**config.mk**
```make
export PLATFORM = sky130hd
export DESIGN_NAME = host_glue_top
export DESIGN_NICKNAME = d
export VERILOG_FILES = /design/src/host_pkg.sv /design/src/ps2_button_decoder.sv /design/src/cabinet_input_mapper.sv /design/src/dip_switch_bank.sv /design/src/sdram_ch3_mux.sv /design/src/video_option_decoder.sv /design/src/host_glue_top.sv
export VERILOG_INCLUDE_DIRS = /design/src
export SDC_FILE = /design/constraint.sdc
export NUM_CORES = 1
export LEC_CHECK = 0
export ABC_AREA = 1
export BUFFER_PORTS_ARGS = -buffer_cell sky130_fd_sc_hd__buf_2
export CAP_MARGIN = 20
export CORE_AREA = 2 2 135 137
export CTS_BUF_LIST = sky130_fd_sc_hd__clkbuf_4
export DETAILED_ROUTE_END_ITERATION = 10
export DIE_AREA = 0 0 137 139
export PLACE_DENSITY_LB_ADDON = 0.12
export SYNTH_ARGS = -nofsm -noshare
export SYNTH_HDL_FRONTEND = slang
export SYNTH_SLANG_ARGS = --single-unit
```
**constraint.sdc**
```tcl
create_clock -name CLK_32M -period 1.4 [get_ports CLK_32M]
set_input_delay 0 -clock CLK_32M [delete_from_list [all_inputs] [get_ports CLK_32M]]
set_output_delay 0 -clock CLK_32M [all_outputs]
set_load 0.02 [all_outputs]
```
**src/host_macros.svh**
```systemverilog
// Key codes, download indexes, status field positions and glue sizes
`ifndef HOST_MACROS_SVH
`define HOST_MACROS_SVH

// PS/2 set 2 scan codes of the cabinet keys
`define KEY_START1      8'h16
`define KEY_START2      8'h1E
`define KEY_COIN1       8'h2E
`define KEY_COIN2       8'h36
`define KEY_PAUSE       8'h4D
`define KEY_UP          8'h75
`define KEY_DOWN        8'h72
`define KEY_LEFT        8'h6B
`define KEY_RIGHT       8'h74
`define KEY_A           8'h14
`define KEY_B           8'h11
`define KEY_X           8'h29
`define KEY_Y           8'h12

// Download port indexes
`define IOCTL_INDEX_ROM 8'd0
`define IOCTL_INDEX_DIP 8'd254

// Storage and bus sizes
`define DIP_BYTES       8
`define DIP_USED        3
`define SDR_ADDR_W      25
`define STATUS_W        32
`define CROP_LINES      240

// Menu status word layout with two-bit fields given by their low bit
`define FLD_AR_LO       1
`define FLD_FX_LO       3
`define FLD_SCALE_LO    5
`define FLD_VT_LO       8
`define FLD_ROT         10
`define FLD_CROP        11
`define FLD_COFF_LO     12

`endif

```
**src/host_pkg.sv**
```systemverilog
// Shared types for SDRAM words, joystick words, DIP bytes and aspect values

`include "host_macros.svh"

package host_pkg;

    ////////////////////////////////
    // SDRAM channel
    ////////////////////////////////

    // Byte address into the SDRAM
    typedef logic [`SDR_ADDR_W-1:0] sdr_addr_t;

    typedef logic [15:0] sdr_word_t;

    // One enable per byte lane of a word
    typedef logic [1:0]  sdr_be_t;

    ////////////////////////////////
    // Host side
    ////////////////////////////////

    typedef logic [15:0] joy_word_t;

    typedef logic [7:0]  dip_byte_t;

    // Aspect ratio term or crop height in lines
    typedef logic [11:0] aspect_t;

endpackage

```
**src/ps2_button_decoder.sv**
```systemverilog
// PS/2 keyboard event decoder producing held cabinet button levels
`timescale 1ns/1ps

`include "host_macros.svh"

module ps2_button_decoder (
    input  logic        CLK_32M,
    input  logic        arst_n,
    input  logic [10:0] ps2_key,
    output logic        btn_up,
    output logic        btn_down,
    output logic        btn_left,
    output logic        btn_right,
    output logic        btn_a,
    output logic        btn_b,
    output logic        btn_x,
    output logic        btn_y,
    output logic        btn_coin1,
    output logic        btn_coin2,
    output logic        btn_start1,
    output logic        btn_start2,
    output logic        btn_pause
);

    logic       toggle_q;
    logic       key_event;
    logic       pressed;
    logic [7:0] code;

    assign pressed   = ps2_key[9];
    assign code      = ps2_key[7:0];
    // A flip of the toggle bit marks a new key event
    assign key_event = ps2_key[10] != toggle_q;

    always_ff @(posedge CLK_32M or negedge arst_n) begin
        if (!arst_n) begin
            toggle_q   <= 1'b0;
            btn_up     <= 1'b0;
            btn_down   <= 1'b0;
            btn_left   <= 1'b0;
            btn_right  <= 1'b0;
            btn_a      <= 1'b0;
            btn_b      <= 1'b0;
            btn_x      <= 1'b0;
            btn_y      <= 1'b0;
            btn_coin1  <= 1'b0;
            btn_coin2  <= 1'b0;
            btn_start1 <= 1'b0;
            btn_start2 <= 1'b0;
            btn_pause  <= 1'b0;
        end else begin
            toggle_q <= ps2_key[10];
            if (key_event) begin
                // Only the key of this event moves, unknown codes fall through
                case (code)
                    `KEY_START1: btn_start1 <= pressed;
                    `KEY_START2: btn_start2 <= pressed;
                    `KEY_COIN1:  btn_coin1  <= pressed;
                    `KEY_COIN2:  btn_coin2  <= pressed;
                    `KEY_PAUSE:  btn_pause  <= pressed;
                    `KEY_UP:     btn_up     <= pressed;
                    `KEY_DOWN:   btn_down   <= pressed;
                    `KEY_LEFT:   btn_left   <= pressed;
                    `KEY_RIGHT:  btn_right  <= pressed;
                    `KEY_A:      btn_a      <= pressed;   // ctrl
                    `KEY_B:      btn_b      <= pressed;   // alt
                    `KEY_X:      btn_x      <= pressed;   // space
                    `KEY_Y:      btn_y      <= pressed;   // shift
                    default: ;
                endcase
            end
        end
    end

endmodule

```
**src/cabinet_input_mapper.sv**
```systemverilog
// Keyboard and joystick merge into the active-low cabinet inputs
`timescale 1ns/1ps

module cabinet_input_mapper (
    input  logic              btn_up,
    input  logic              btn_down,
    input  logic              btn_left,
    input  logic              btn_right,
    input  logic              btn_a,
    input  logic              btn_b,
    input  logic              btn_x,
    input  logic              btn_y,
    input  logic              btn_coin1,
    input  logic              btn_coin2,
    input  logic              btn_start1,
    input  logic              btn_start2,
    input  logic              btn_pause,
    input  host_pkg::joy_word_t joystick_0,
    input  host_pkg::joy_word_t joystick_1,
    output logic [1:0]        coin,
    output logic [1:0]        start_buttons,
    output logic [3:0]        p1_joystick,
    output logic [3:0]        p2_joystick,
    output logic [3:0]        p1_buttons,
    output logic [3:0]        p2_buttons,
    output logic              pause_button
);

    import host_pkg::*;

    joy_word_t  joy_any;
    logic [3:0] kbd_dir;
    logic [3:0] kbd_btn;

    // Start, coin and pause may come from either stick
    assign joy_any = joystick_0 | joystick_1;

    // Keys are shared by both players in up down left right order
    assign kbd_dir = {btn_up, btn_down, btn_left, btn_right};
    assign kbd_btn = {btn_a, btn_b, btn_x, btn_y};

    ////////////////////////////////
    // Player controls
    ////////////////////////////////

    // Stick bits 3:0 already sit in up down left right order
    assign p1_joystick = ~(kbd_dir | joystick_0[3:0]);
    assign p2_joystick = ~(kbd_dir | joystick_1[3:0]);

    // Button a is stick bit 4 and goes to the top
    assign p1_buttons = ~(kbd_btn | {joystick_0[4], joystick_0[5], joystick_0[6], joystick_0[7]});
    assign p2_buttons = ~(kbd_btn | {joystick_1[4], joystick_1[5], joystick_1[6], joystick_1[7]});

    ////////////////////////////////
    // Start, coin and pause
    ////////////////////////////////

    assign start_buttons = ~{btn_start2 | joy_any[10], btn_start1 | joy_any[8]};
    assign coin          = ~{btn_coin2, btn_coin1 | joy_any[9]};
    assign pause_button  = btn_pause | joy_any[11];

endmodule

```
**src/dip_switch_bank.sv**
```systemverilog
// DIP byte store written by the download port and the inverted switch word
`timescale 1ns/1ps

`include "host_macros.svh"

module dip_switch_bank (
    input  logic                  CLK_32M,
    input  logic                  arst_n,
    input  logic                  ioctl_wr,
    input  logic [7:0]            ioctl_index,
    input  host_pkg::sdr_addr_t   ioctl_addr,
    input  host_pkg::dip_byte_t   ioctl_dout,
    output logic [8*`DIP_USED-1:0] dip_sw
);

    import host_pkg::*;

    dip_byte_t dip_mem [`DIP_BYTES];
    logic      dip_we;

    // Only the first eight addresses of the DIP download are kept
    assign dip_we = ioctl_wr && (ioctl_index == `IOCTL_INDEX_DIP) &&
                    (ioctl_addr[`SDR_ADDR_W-1:3] == '0);

    always_ff @(posedge CLK_32M or negedge arst_n) begin
        if (!arst_n) begin
            for (int i = 0; i < `DIP_BYTES; i++) begin
                dip_mem[i] <= '0;
            end
        end else if (dip_we) begin
            dip_mem[ioctl_addr[2:0]] <= ioctl_dout;
        end
    end

    // Board switches are active low, byte 0 lands in the low bits
    for (genvar g = 0; g < `DIP_USED; g++) begin : g_dip_out
        assign dip_sw[8*g +: 8] = ~dip_mem[g];
    end

endmodule

```
**src/sdram_ch3_mux.sv**
```systemverilog
// SDRAM channel 3 steering between ROM download and CPU access
`timescale 1ns/1ps

`include "host_macros.svh"

module sdram_ch3_mux (
    input  logic                ioctl_download,
    input  logic [7:0]          ioctl_index,
    input  host_pkg::sdr_addr_t rom_addr,
    input  host_pkg::sdr_word_t rom_data,
    input  host_pkg::sdr_be_t   rom_be,
    input  logic                rom_req,
    input  host_pkg::sdr_addr_t cpu_addr,
    input  host_pkg::sdr_word_t cpu_din,
    input  host_pkg::sdr_be_t   cpu_wr_sel,
    input  logic                cpu_req,
    input  logic                ch3_rdy,
    output host_pkg::sdr_addr_t ch3_addr,
    output host_pkg::sdr_word_t ch3_din,
    output host_pkg::sdr_be_t   ch3_be,
    output logic                ch3_rnw,
    output logic                ch3_req,
    output logic                rom_rdy,
    output logic                cpu_rdy
);

    logic rom_write;

    // ROM image download owns the channel while it runs
    assign rom_write = ioctl_download && (ioctl_index == `IOCTL_INDEX_ROM);

    assign ch3_addr = rom_write ? rom_addr : cpu_addr;
    assign ch3_din  = rom_write ? rom_data : cpu_din;
    assign ch3_be   = rom_write ? rom_be   : cpu_wr_sel;
    assign ch3_req  = rom_write ? rom_req  : cpu_req;

    // Loader only writes, CPU reads when no byte lane is selected
    assign ch3_rnw  = rom_write ? 1'b0 : ~(|cpu_wr_sel);

    // Requesters hold req until ready, so one ready line serves both
    assign rom_rdy = ch3_rdy;
    assign cpu_rdy = ch3_rdy;

endmodule

```
**src/video_option_decoder.sv**
```systemverilog
// Menu status decode into aspect, crop, scanline and video mode change options
`timescale 1ns/1ps

`include "host_macros.svh"

module video_option_decoder (
    input  logic                 CLK_32M,
    input  logic                 arst_n,
    input  logic [`STATUS_W-1:0] status,
    input  logic                 forced_scandoubler,
    output logic                 new_vmode,
    output host_pkg::aspect_t    arx,
    output host_pkg::aspect_t    ary,
    output host_pkg::aspect_t    crop_size,
    output logic [4:0]           crop_offset,
    output logic [1:0]           scale,
    output logic [1:0]           vga_sl,
    output logic                 scandoubler_en
);

    import host_pkg::*;

    logic [1:0] ar;
    logic [1:0] fx;
    logic [1:0] vtiming;
    logic [1:0] vtiming_q;
    logic       vertical;
    logic       crop_240p;
    logic [4:0] coff;

    assign ar       = status[`FLD_AR_LO +: 2];
    assign fx       = status[`FLD_FX_LO +: 2];
    assign scale    = status[`FLD_SCALE_LO +: 2];
    assign vtiming  = status[`FLD_VT_LO +: 2];
    assign vertical = status[`FLD_ROT];
    assign coff     = status[`FLD_COFF_LO +: 5];

    ////////////////////////////////
    // Aspect ratio and crop
    ////////////////////////////////

    // Original ratio swaps to 3:4 on a rotated screen
    assign arx = (ar == 2'd0) ? (vertical ? aspect_t'(3) : aspect_t'(4))
                              : aspect_t'(ar - 2'd1);
    assign ary = (ar == 2'd0) ? (vertical ? aspect_t'(4) : aspect_t'(3))
                              : aspect_t'(0);

    // 240p crop only makes sense on the native scaler path
    assign crop_240p = !forced_scandoubler && (scale == 2'd0) && status[`FLD_CROP];
    assign crop_size = crop_240p ? aspect_t'(`CROP_LINES) : aspect_t'(0);

    // Menu values 9..16 stand for offsets -8..-1
    assign crop_offset = (coff < 5'd9) ? coff : coff + 5'd15;

    ////////////////////////////////
    // Scanlines and mode change
    ////////////////////////////////

    assign vga_sl         = fx;
    assign scandoubler_en = forced_scandoubler || (fx != 2'd0);

    // Scaler re-reads the mode whenever this toggle flips
    always_ff @(posedge CLK_32M or negedge arst_n) begin
        if (!arst_n) begin
            vtiming_q <= 2'd0;
            new_vmode <= 1'b0;
        end else if (vtiming != vtiming_q) begin
            vtiming_q <= vtiming;
            new_vmode <= ~new_vmode;
        end
    end

endmodule

```
**src/host_glue_top.sv**
```systemverilog
// Top level of the host glue with keyboard, cabinet, DIP, SDRAM mux and video blocks
`timescale 1ns/1ps

`include "host_macros.svh"

module host_glue_top (
    input  logic                   CLK_32M,
    input  logic                   arst_n,
    // Keyboard and sticks
    input  logic [10:0]            ps2_key,
    input  host_pkg::joy_word_t    joystick_0,
    input  host_pkg::joy_word_t    joystick_1,
    // Download port
    input  logic                   ioctl_download,
    input  logic                   ioctl_wr,
    input  logic [7:0]             ioctl_index,
    input  host_pkg::sdr_addr_t    ioctl_addr,
    input  host_pkg::dip_byte_t    ioctl_dout,
    // SDRAM requesters
    input  host_pkg::sdr_addr_t    rom_addr,
    input  host_pkg::sdr_word_t    rom_data,
    input  host_pkg::sdr_be_t      rom_be,
    input  logic                   rom_req,
    input  host_pkg::sdr_addr_t    cpu_addr,
    input  host_pkg::sdr_word_t    cpu_din,
    input  host_pkg::sdr_be_t      cpu_wr_sel,
    input  logic                   cpu_req,
    input  logic                   ch3_rdy,
    // Menu
    input  logic [`STATUS_W-1:0]   status,
    input  logic                   forced_scandoubler,
    // Cabinet side, active low
    output logic [1:0]             coin,
    output logic [1:0]             start_buttons,
    output logic [3:0]             p1_joystick,
    output logic [3:0]             p2_joystick,
    output logic [3:0]             p1_buttons,
    output logic [3:0]             p2_buttons,
    output logic                   pause_button,
    output logic [8*`DIP_USED-1:0] dip_sw,
    // SDRAM channel 3
    output host_pkg::sdr_addr_t    ch3_addr,
    output host_pkg::sdr_word_t    ch3_din,
    output host_pkg::sdr_be_t      ch3_be,
    output logic                   ch3_rnw,
    output logic                   ch3_req,
    output logic                   rom_rdy,
    output logic                   cpu_rdy,
    // Video options
    output logic                   new_vmode,
    output host_pkg::aspect_t      arx,
    output host_pkg::aspect_t      ary,
    output host_pkg::aspect_t      crop_size,
    output logic [4:0]             crop_offset,
    output logic [1:0]             scale,
    output logic [1:0]             vga_sl,
    output logic                   scandoubler_en
);

    logic btn_up, btn_down, btn_left, btn_right;
    logic btn_a, btn_b, btn_x, btn_y;
    logic btn_coin1, btn_coin2, btn_start1, btn_start2, btn_pause;

    ////////////////////////////////
    // Keyboard and cabinet inputs
    ////////////////////////////////

    ps2_button_decoder u_ps2 (
        .CLK_32M, .arst_n, .ps2_key,
        .btn_up, .btn_down, .btn_left, .btn_right,
        .btn_a, .btn_b, .btn_x, .btn_y,
        .btn_coin1, .btn_coin2, .btn_start1, .btn_start2, .btn_pause
    );

    cabinet_input_mapper u_cabinet (
        .btn_up, .btn_down, .btn_left, .btn_right,
        .btn_a, .btn_b, .btn_x, .btn_y,
        .btn_coin1, .btn_coin2, .btn_start1, .btn_start2, .btn_pause,
        .joystick_0, .joystick_1,
        .coin, .start_buttons, .p1_joystick, .p2_joystick,
        .p1_buttons, .p2_buttons, .pause_button
    );

    ////////////////////////////////
    // Download port consumers
    ////////////////////////////////

    dip_switch_bank u_dip (
        .CLK_32M, .arst_n, .ioctl_wr, .ioctl_index, .ioctl_addr, .ioctl_dout,
        .dip_sw
    );

    sdram_ch3_mux u_ch3 (
        .ioctl_download, .ioctl_index,
        .rom_addr, .rom_data, .rom_be, .rom_req,
        .cpu_addr, .cpu_din, .cpu_wr_sel, .cpu_req, .ch3_rdy,
        .ch3_addr, .ch3_din, .ch3_be, .ch3_rnw, .ch3_req, .rom_rdy, .cpu_rdy
    );

    video_option_decoder u_video (
        .CLK_32M, .arst_n, .status, .forced_scandoubler,
        .new_vmode, .arx, .ary, .crop_size, .crop_offset,
        .scale, .vga_sl, .scandoubler_en
    );

endmodule

```
Word level (Yosys, flattened, before mapping):

Cells that the tools add are included.

* register bits: 81
* output and inout port bits: 139

* add/sub/neg operators: 2
* magnitude comparators: 3
* equal/unequal tests: 16
* multiplexer cells: 14
* bitwise gates (word level): 21
* reduce and logical (&&, ||, !) cells: 27

Operators with widths (number)
* $bwmux 64: 1
* $eq 8x5->1 const B: 5
* $eq 8x7->1 const B: 5
* $reduce_and 2->1: 13
* $mux 25: 1
* $demux 8 s3: 1
* $eq 8x6->1 const B: 3
* $mux 12: 2
* $not 8->8: 3
* $logic_not 22->1: 1
* $mux 16: 1
* $mux 8: 2
* $not 4->4: 4
* $or 4x4->4: 4
* $or 12x12->12: 1
* $eq 8x8->1 const B: 1
* $logic_not 8->1: 1
* $logic_and 1x1->1: 6
* $mux 3: 2
* $add 5x4->5 const B: 1
* $lt 5x4->1 const B: 1
* $mux 5: 1
* $ge 4x4->1 const B: 1
* $logic_not 2->1: 2
* other kinds (14): 20

Logic depth before layout (Yosys ltp):

Gate-level depths: netlist of run 1.

* depth after elaboration: 6
* mapped depth: 9
* depth with buffers taken out: 8

Modules after synthesis:

From an unflattened synthesis of run 1, not the netlist that was laid out.

* cell total of the unflattened synthesis: 630
* area total of the unflattened synthesis: 4005.1 um2

Modules (own cells, without submodules)
* dip_switch_bank: times used 1, cells each 185, area an instance 1336.3 um2, sequential area each 600.6 um2
* sdram_ch3_mux: times used 1, cells each 208, area an instance 1142.3 um2, sequential area each 0.0 um2
* ps2_button_decoder: times used 1, cells each 118, area an instance 814.5 um2, sequential area each 350.3 um2
* video_option_decoder: times used 1, cells each 87, area an instance 584.3 um2, sequential area each 75.1 um2
* cabinet_input_mapper: times used 1, cells each 32, area an instance 127.6 um2, sequential area each 0.0 um2

Worst setup path before layout of run 1:

OpenSTA, ideal clock, no wires.

* path type: flip-flop to flip-flop
* from: register u_ps2.toggle_q
* to: register u_ps2.btn_a
* library setup time: 0.132 ns
* arrival: 1.023 ns
* slack: 0.245 ns
* cell stages (with the launch flop): 6
* cell sequence: dfrtp_1 > xor2_1 > buf_2 > nand3_1 > nand2_1 > o21ai_1

* word-level cells in the longest chain between the ends: 2

RTL lines
* from (decl): line ps2_button_decoder.sv:25 `logic toggle_q;`
* from (signal assigned): line ps2_button_decoder.sv:52 `toggle_q <= ps2_key[10];`
* $ne 1x1->1: line ps2_button_decoder.sv:33 `assign key_event = ps2_key[10] != toggle_q;`
* $reduce_and 2->1 (no source line)
* to (signal assigned): line ps2_button_decoder.sv:65 `` `KEY_A: btn_a <= pressed; ``
* to (decl): line ps2_button_decoder.sv:14 `output logic btn_a,`

No other way between the ends.
A chain may end at the register's enable or synchronous reset.

Final worst setup path of run 1:

* from: input port ps2_key[5]
* to: register u_ps2.btn_pause

* word-level cells in the longest chain between the ends: 2

RTL lines
* from (decl): line host_glue_top.sv:10 `input logic [10:0] ps2_key,`
* $eq 8x7->1: line ps2_button_decoder.sv:55 `case (code)`
* $reduce_and 2->1 (no source line)
* to (signal assigned): line ps2_button_decoder.sv:60 `` `KEY_PAUSE: btn_pause <= pressed; ``
* to (decl): line ps2_button_decoder.sv:22 `output logic btn_pause`

No other way between the ends.

==> out/summary.md, run 1 <==
The run finished with clean final reports. VDD sags by at most 0.2309 mV. The clock edge transition at the registers on the reported setup and hold paths is 0.12 ns, and the H-tree depth is 2. In this run the cell area of the synthesized design comes to 3257 um2. After synthesis, the netlist uses 29 different library cells. The fraction of registers with async set/reset came out at 1.000. The total number of yosys warnings came out at 0.

Setup repair after global routing left no endpoint under its margin. Cell occurring most often along the worst timing path: sky130_fd_sc_hd__dlygate4sd3_1. The minimum setup slack among reg-to-reg paths is 0.27 ns.

The post-layout net count is 1039, and the power per cell area is 569.0 nW/um2. The logs give 4025 for the number of global-route vias before repair and 0.8200 for the routability-driven placement congestion ratio. The initial antenna violation count is 1, and the stage delay of the slowest cell on the critical path is 0.56 ns. The fraction of final layout cells sized beyond drive strength 1 is 0.3920. In the final layout, the registers with the most flip-flops are u_dip.dip_mem: 24 flops, u_video.vtiming_q: 2 flops. Endpoint of the most critical register-to-register path: u_ps2.btn_down.

The tools report the count of boundary I/O pins as 349. In the final routed layout, each cell accounts on average for 11.97 um. The HPWL after detailed placement is 10640 um.

The worst register-to-register path has a depth of 5. The tools report the startpoint of the most critical hold path as ch3_rdy. The final period utilization works out to 0.9700. The critical path goes through dlygate4sd3_1 > buf_2 > nor3_1 > dlygate4sd3_1 > nand3_1 > nand2_1 > o21ai_1. Clock tree synthesis found a total of 41 sinks. The tools report the worst hold endpoint as cpu_rdy. The placed instance area was 4851 um2; the total of buffers placed on input and output ports was 293. The routed wire length came out at 12680 um. The layout-stage area growth over the synthesis result was 56.55%; the final global-route overflow total was 0. After clock tree synthesis, the repair step resized 0 gates. At the later pin of the worst-skew pair, clock insertion delay measures 0.35 ns. Setup violations remaining at the end of the flow were counted as 0. Yosys mapped a number of flops with a built-in enable equal to 0. The count of cells in the finished layout, fillers not included, comes to 1059. Timing would allow up to 736.4 MHz.

The tree is rooted in a sky130_fd_sc_hd__clkbuf_4. The tools report the violation count after the first detailed-routing iteration as 104. The effective utilization at floorplan came out at 0.1845. The setup path with the least slack is of type input port to flop. After technology mapping, the gate count stands at 527.

The clock period could shrink to 1.358 ns. The number of cells after detailed placement is 1031. In this run the mean area of a mapped cell was 6.180 um2. In this run the critical register-to-register path is launched from u_ps2.toggle_q. The run gives 5 as the number of CTS-inserted buffers.

The y dimension of the die is 139 um. In this run the deepest clock path goes through 2 buffers. The floorplan row count is 49, and the overall die area is 19040 um2. After detailed routing, the number of vias per cell comes to 3.784. The register with the most flip-flops in the layout has 24 of them. The total routing resource utilization after global routing is 0.1288, and the floorplan die width is 137 um. The first-pass GRT wire length was 19600 um. The logs give 0 for the number of max-cap violations and 0 ns for the sum of negative setup slack.

Entering global routing, the biggest net connects 46 pins. The run gives 5099 um2 as the final cell area excluding filler cells. Ranked by flip-flop count, first place goes to u_dip.dip_mem. In this run the worst path has a maximum fanout of 4. TritonCTS built the clock tree.

The worst hold path depth is 0, and the final worst clock skew is 0.0008561 ns. The count of final hold-check violations is 0. For this design the static power due to leakage is 2.967 nW. The startpoint kind of the worst setup timing path is an input port. The worst setup path is captured at a flop.

On the critical path, the stage with the largest delay is an instance of sky130_fd_sc_hd__dlygate4sd3_1. The register area share after synthesis was 0.3150; the number of synthesized register bits was 41. The logs give 0.2888 for the core occupancy in the finished layout and 17660 um2 for the placeable core region. The most used flip-flop cell after synthesis was sky130_fd_sc_hd__dfrtp_1.

The min-delay analysis places its worst path in the category input port to output pin. Summing over every cut layer, the via total after detailed routing is 4007. For the sum of internal, switching and leakage power, the log shows 2.901 mW. In the routed design, unresolved DRC markers number 0. Critical path required time: 1.64 ns.

The count of nets left with antenna violations once routing finished came out at 0. Number of slew-limit violations in the final report: 0. For the worst setup path, the data arrival time is 1.59 ns. The first TritonRoute pass finished after 4 iterations.
worst max-delay path, delay by kind of cell:
kind                   cells  cell delay, ns
AO/OA/AOI/OAI              1            0.05
buffers and inverters      3            1.24
AND/OR/NAND/NOR            3            0.29
power by group:
part | total [mW] | internal (mW) | switching, mW | leakage [nW]
sequential | 1.25 | 1.22 | 0.0273 | 0.561
combinational | 1.04 | 0.429 | 0.609 | 2.37
clock | 0.614 | 0.211 | 0.403 | 0.0354
logic make-up after synthesis:
kind of cell	after synthesis	synth area share
and+or+nand+nor	352	0.4610
buffers and inverters	110	0.1794
DFF	41	0.3150
AOI/OAI and AO/OA	17	0.02612
xor gates and xnor gates	5	0.01345
adders and majority gates	1	0.003841
other	1	0.001151
worst max-delay path by stage:
stage | start | to | slack, ns | cells after the start
after floorplan | u_ps2.toggle_q | u_ps2.btn_a | 0.24 | 5
after global placement | ioctl_addr[10] | u_dip.dip_mem[62] | 0.07 | 9
after detailed placement | ioctl_addr[10] | u_dip.dip_mem[60] | 0.05 | 9
after CTS | ps2_key[5] | u_ps2.btn_pause | 0.07 | 7
after global routing | ps2_key[5] | u_ps2.btn_pause | 0.005 | 7
final | ps2_key[5] | u_ps2.btn_pause | 0.04 | 7
Yosys cell counts, drive strengths merged (2+ instances only):
cell type | count | area (um2)
nand2 | 231 | 869.6
inv | 59 | 221.5
nor2 | 56 | 225.2
buf | 45 | 340.3
nand3 | 42 | 240.2
dfrtp | 41 | 1026
o21ai | 16 | 80.07
nor3 | 15 | 91.34
clkbuf | 6 | 22.52
or2 | 4 | 25.02
xor2 | 4 | 35.03
nor3b | 2 | 37.54
repair_timing:
action	in CTS	in global routing
setup buffers	0	0
hold endpoints to repair	75	0
hold buffers	19	0
cells in the final DEF (no fill, tap or decap), drive strengths merged, types with 15 or more instances in the layout:
| master | count |
|---|---|
| nor3 | 15 |
| conb | 26 |
| nand3 | 42 |
| inv | 59 |
| o21ai | 16 |
| dlygate4sd3 | 19 |
| dfrtp | 41 |
| nand2 | 231 |
| nor2 | 56 |
| buf | 301 |
layout make-up:
type / count / area [um2]
antenna: 1 / 2.502
timing repair buffer: 320 / 1767
clock inverter: 2 / 10.01
clock buffer: 6 / 45.04
multi-input combinational: 401 / 1740
tap: 229 / 286.5
fill: 2045 / 12560
inverter: 59 / 221.5
sequential: 41 / 1026
layer usage:
layer,part of all wire,global-route usage,vias up,routed length [um]
li1,-,-,2146,-
met1,0.40,0.1442,1663,5052
met2,0.50,0.2401,190,6373
met3,0.087,0.03289,8,1102
met4,0.012,0.02984,0,147
met5,0,0,-,0
metrics by stage:
step / hold slack (ns) / setup WS, ns
after detailed placement: -0.004846 / 0.04829
after global placement: 0.0002111 / 0.06526
after floorplan: -0.2956 / 0.2450
after global routing: 0.0001787 / 0.004889
final: 0.00004827 / 0.04199
after CTS: 0.0002111 / 0.07344
Power figures use the tool's default switching activity.
==> inputs of run 2 (changes only) <==
==> constraint.sdc (replaced) <==
create_clock -name CLK_32M -period 1.6 [get_ports CLK_32M]
set_input_delay 0 -clock CLK_32M [delete_from_list [all_inputs] [get_ports CLK_32M]]
set_output_delay 0 -clock CLK_32M [all_outputs]
set_load 0.02 [all_outputs]
==> out/summary.md, run 2 (same netlist as run 1, synthesis figures left out) <==
The worst hold path depth is 4, and the number of CTS-inserted buffers is 5. The floorplan row count is 49, and the setup-violating endpoint count in the final report is 0. For the final database, setup skew stands at 0.004529 ns. Across the run, the number of max-cap violations was 0. The register with the most flip-flops in the layout has 24 of them.

Of all nets on the critical path, the largest fanout is 4. The final layout contains routed wiring with a total length of 12590 um. The worst setup path is captured at a flop. The worst hold path belongs to the class input port to flop. The tools report the startpoint kind of the worst setup timing path as an input port.

The startpoint identified for the worst register-to-register timing path is u_ps2.toggle_q. The completed layout was analyzed and its total power is 2.845 mW. Entering global routing, the biggest net connects 45 pins. In the layout the commonest cells are sky130_fd_sc_hd__buf_2 (293), sky130_fd_sc_hd__nand2_1 (228), sky130_fd_sc_hd__inv_1 (55), sky130_fd_sc_hd__nor2_1 (54), sky130_fd_sc_hd__dfrtp_1 (41). The tools report the endpoint of the most critical register-to-register path as u_ps2.btn_y. The run gives 4019 as the total via count in the routed design.

The tools report the number of slew-limit violations in the final report as 0. The final reports fail on negative hold slack. The worst hold endpoint is u_ps2.btn_b. The effective utilization at floorplan is 0.1845, and the worst endpoint data arrival time is 1.60 ns. The tools report the total of fill cells in the finished design as 2039. The first global-routing pass estimated 19260 um of wire.

The worst voltage drop across the vdd grid is 0.2610 mV. The total of buffers placed on input and output ports works out to 293. The logs give 0 for the final global-route overflow total and 349 for the count of boundary I/O pins.

Layout-stage area growth over the synthesis result: 57.55%. The power per cell area was 554.5 nW/um2; the sum of negative setup slack was 0 ns. The non-filler instance count after layout is 1062. The clock edge transition at the registers on the reported setup and hold paths was 0.13 ns. The most common cell after layout, fill and taps aside was sky130_fd_sc_hd__buf_2. The run gives 1.85 ns as the critical path required time. The run finished, with violations left. For the clock sink count, the log shows 41. TritonCTS built the clock tree. The number of global-route vias before repair is 3942, and the detailed-route wire length per cell is 11.85 um.

The worst path needs 1.350 ns of the cycle, external delays included. No sink is reached through more buffers than the 2 on the longest clock path. After detailed placement, the design holds a cell count of 1032. The register bank with the most flops is u_dip.dip_mem. The start point of the critical path was ps2_key[5]. The tree is rooted in a sky130_fd_sc_hd__clkbuf_4.

The die covers 19040 um2. The worst hold slack across all endpoints was -0.01499 ns; the worst reg-to-reg path cell count was 5. The final period utilization is 0.8439, and the clock network latency to the later pin of the worst-skew pair is 0.36 ns. For the violation count after the first detailed-routing iteration, the log shows 92.

Across all register-to-register paths, the minimum setup slack is 0.47 ns. The pre-antenna-repair detailed-routing pass consisted of 4 iterations. Fraction of final layout cells sized beyond drive strength 1: 0.3964. The largest registers in the layout are u_dip.dip_mem: 24 flops, u_video.vtiming_q: 2 flops. The maximum achievable frequency is 740.6 MHz, and the leakage power is 2.979 nW.

The y dimension of the die is 139 um. For the pin with the worst max-slew slack, the measured transition is 0.5457 ns. The placeable core region is 17660 um2, and the count of final hold-check violations is 1.

In this run the remaining antenna-violating nets after routing total 0. In the routed design, unresolved DRC markers number 0. The total routing resource utilization after global routing came out at 0.1277.

Across all setup checks in the final design, the least slack found is 0.2497 ns. By startpoint and endpoint, the worst setup path is classified as input port to flop. The tools report the multi-input logic area as 1750 um2. The routability-driven placement congestion ratio was 0.8229; the post-layout net count was 1040. The remaining max-slew budget at the tightest pin was 0.6362. The floorplan die width was 137 um. Setup repair after global routing left no endpoint under its margin. Timing analysis after detailed placement gives a worst setup slack of 0.2881 ns. The H-tree was split into 2 levels. The tools report the final HPWL from detailed placement as 10590 um. Across the whole layout, storage elements account for 1026 um2. In the routed layout, each cell is associated on average with a via count of 3.784. The initial antenna violation count came out at 2.

The startpoint of the most critical hold path is ps2_key[2].
-- run 2: power by group --
part	internal [mW]	switching, mW	leakage (nW)	total [mW]
Clock	0.484	0.367	0.0552	0.851
Sequential	1.07	0.0226	0.561	1.09
Combinational	0.371	0.530	2.36	0.902
-- run 2: layer usage --
| metal | vias up | part of all wire | GRT usage |
|---|---|---|---|
| met1 | 1682 | 0.40 | 0.1404 |
| met4 | 0 | 0.013 | 0.03581 |
| met2 | 181 | 0.50 | 0.2385 |
| met3 | 7 | 0.086 | 0.03180 |
| met5 | - | 0 | 0 |
| li1 | 2149 | - | - |
-- run 2: worst max-delay path: stages --
cell and delay, ns:
sky130_fd_sc_hd__dlygate4sd3_1 0.53, sky130_fd_sc_hd__buf_2 0.15, sky130_fd_sc_hd__nor3_1 0.16, sky130_fd_sc_hd__dlygate4sd3_1 0.56
sky130_fd_sc_hd__nand3_1 0.08, sky130_fd_sc_hd__nand2_1 0.07, sky130_fd_sc_hd__o21ai_1 0.05
-- run 2: cell type report --
class | count | share of cell area
repair buffers | 321 | 0.3385
diodes | 3 | 0.001463
clock buffers | 5 | 0.007315
flip-flops and latches | 41 | 0.2000
well taps | 229 | 0.05584
multi-input cells | 401 | 0.3411
inverters | 59 | 0.04316
clock inverters | 3 | 0.01268
-- run 2: worst max path at each step --
| stage | slack, ns | to | cells after the start |
|---|---|---|---|
| floorplan | 0.44 | u_ps2.btn_a | 5 |
| global placement | 0.31 | u_dip.dip_mem[62] | 9 |
| detailed placement | 0.29 | u_dip.dip_mem[63] | 9 |
| CTS | 0.08 | u_ps2.btn_b | 9 |
| global route | 0.23 | u_ps2.btn_pause | 7 |
| finish | 0.25 | u_ps2.btn_pause | 7 |
-- run 2: stage by stage --
stage	instance area [um2]	utilization	hold slack [ns]
finish	5131	0.2906	-0.01499
global route	5129	0.2905	0.0001787
CTS	5124	0.2902	0.0002111
detailed placement	4821	0.2730	0.0002111
global placement	4821	0.2730	0.0002111
floorplan	3351	-	-0.2956
-- run 2: timing repair --
action | 4_1_cts | 5_1_grt
setup buffers | 0 | 0
endpoints found under the hold margin | 76 | 0
gates resized for setup | 0 | 3
endpoints found under the setup margin | 0 | 1
hold buffers | 20 | 0
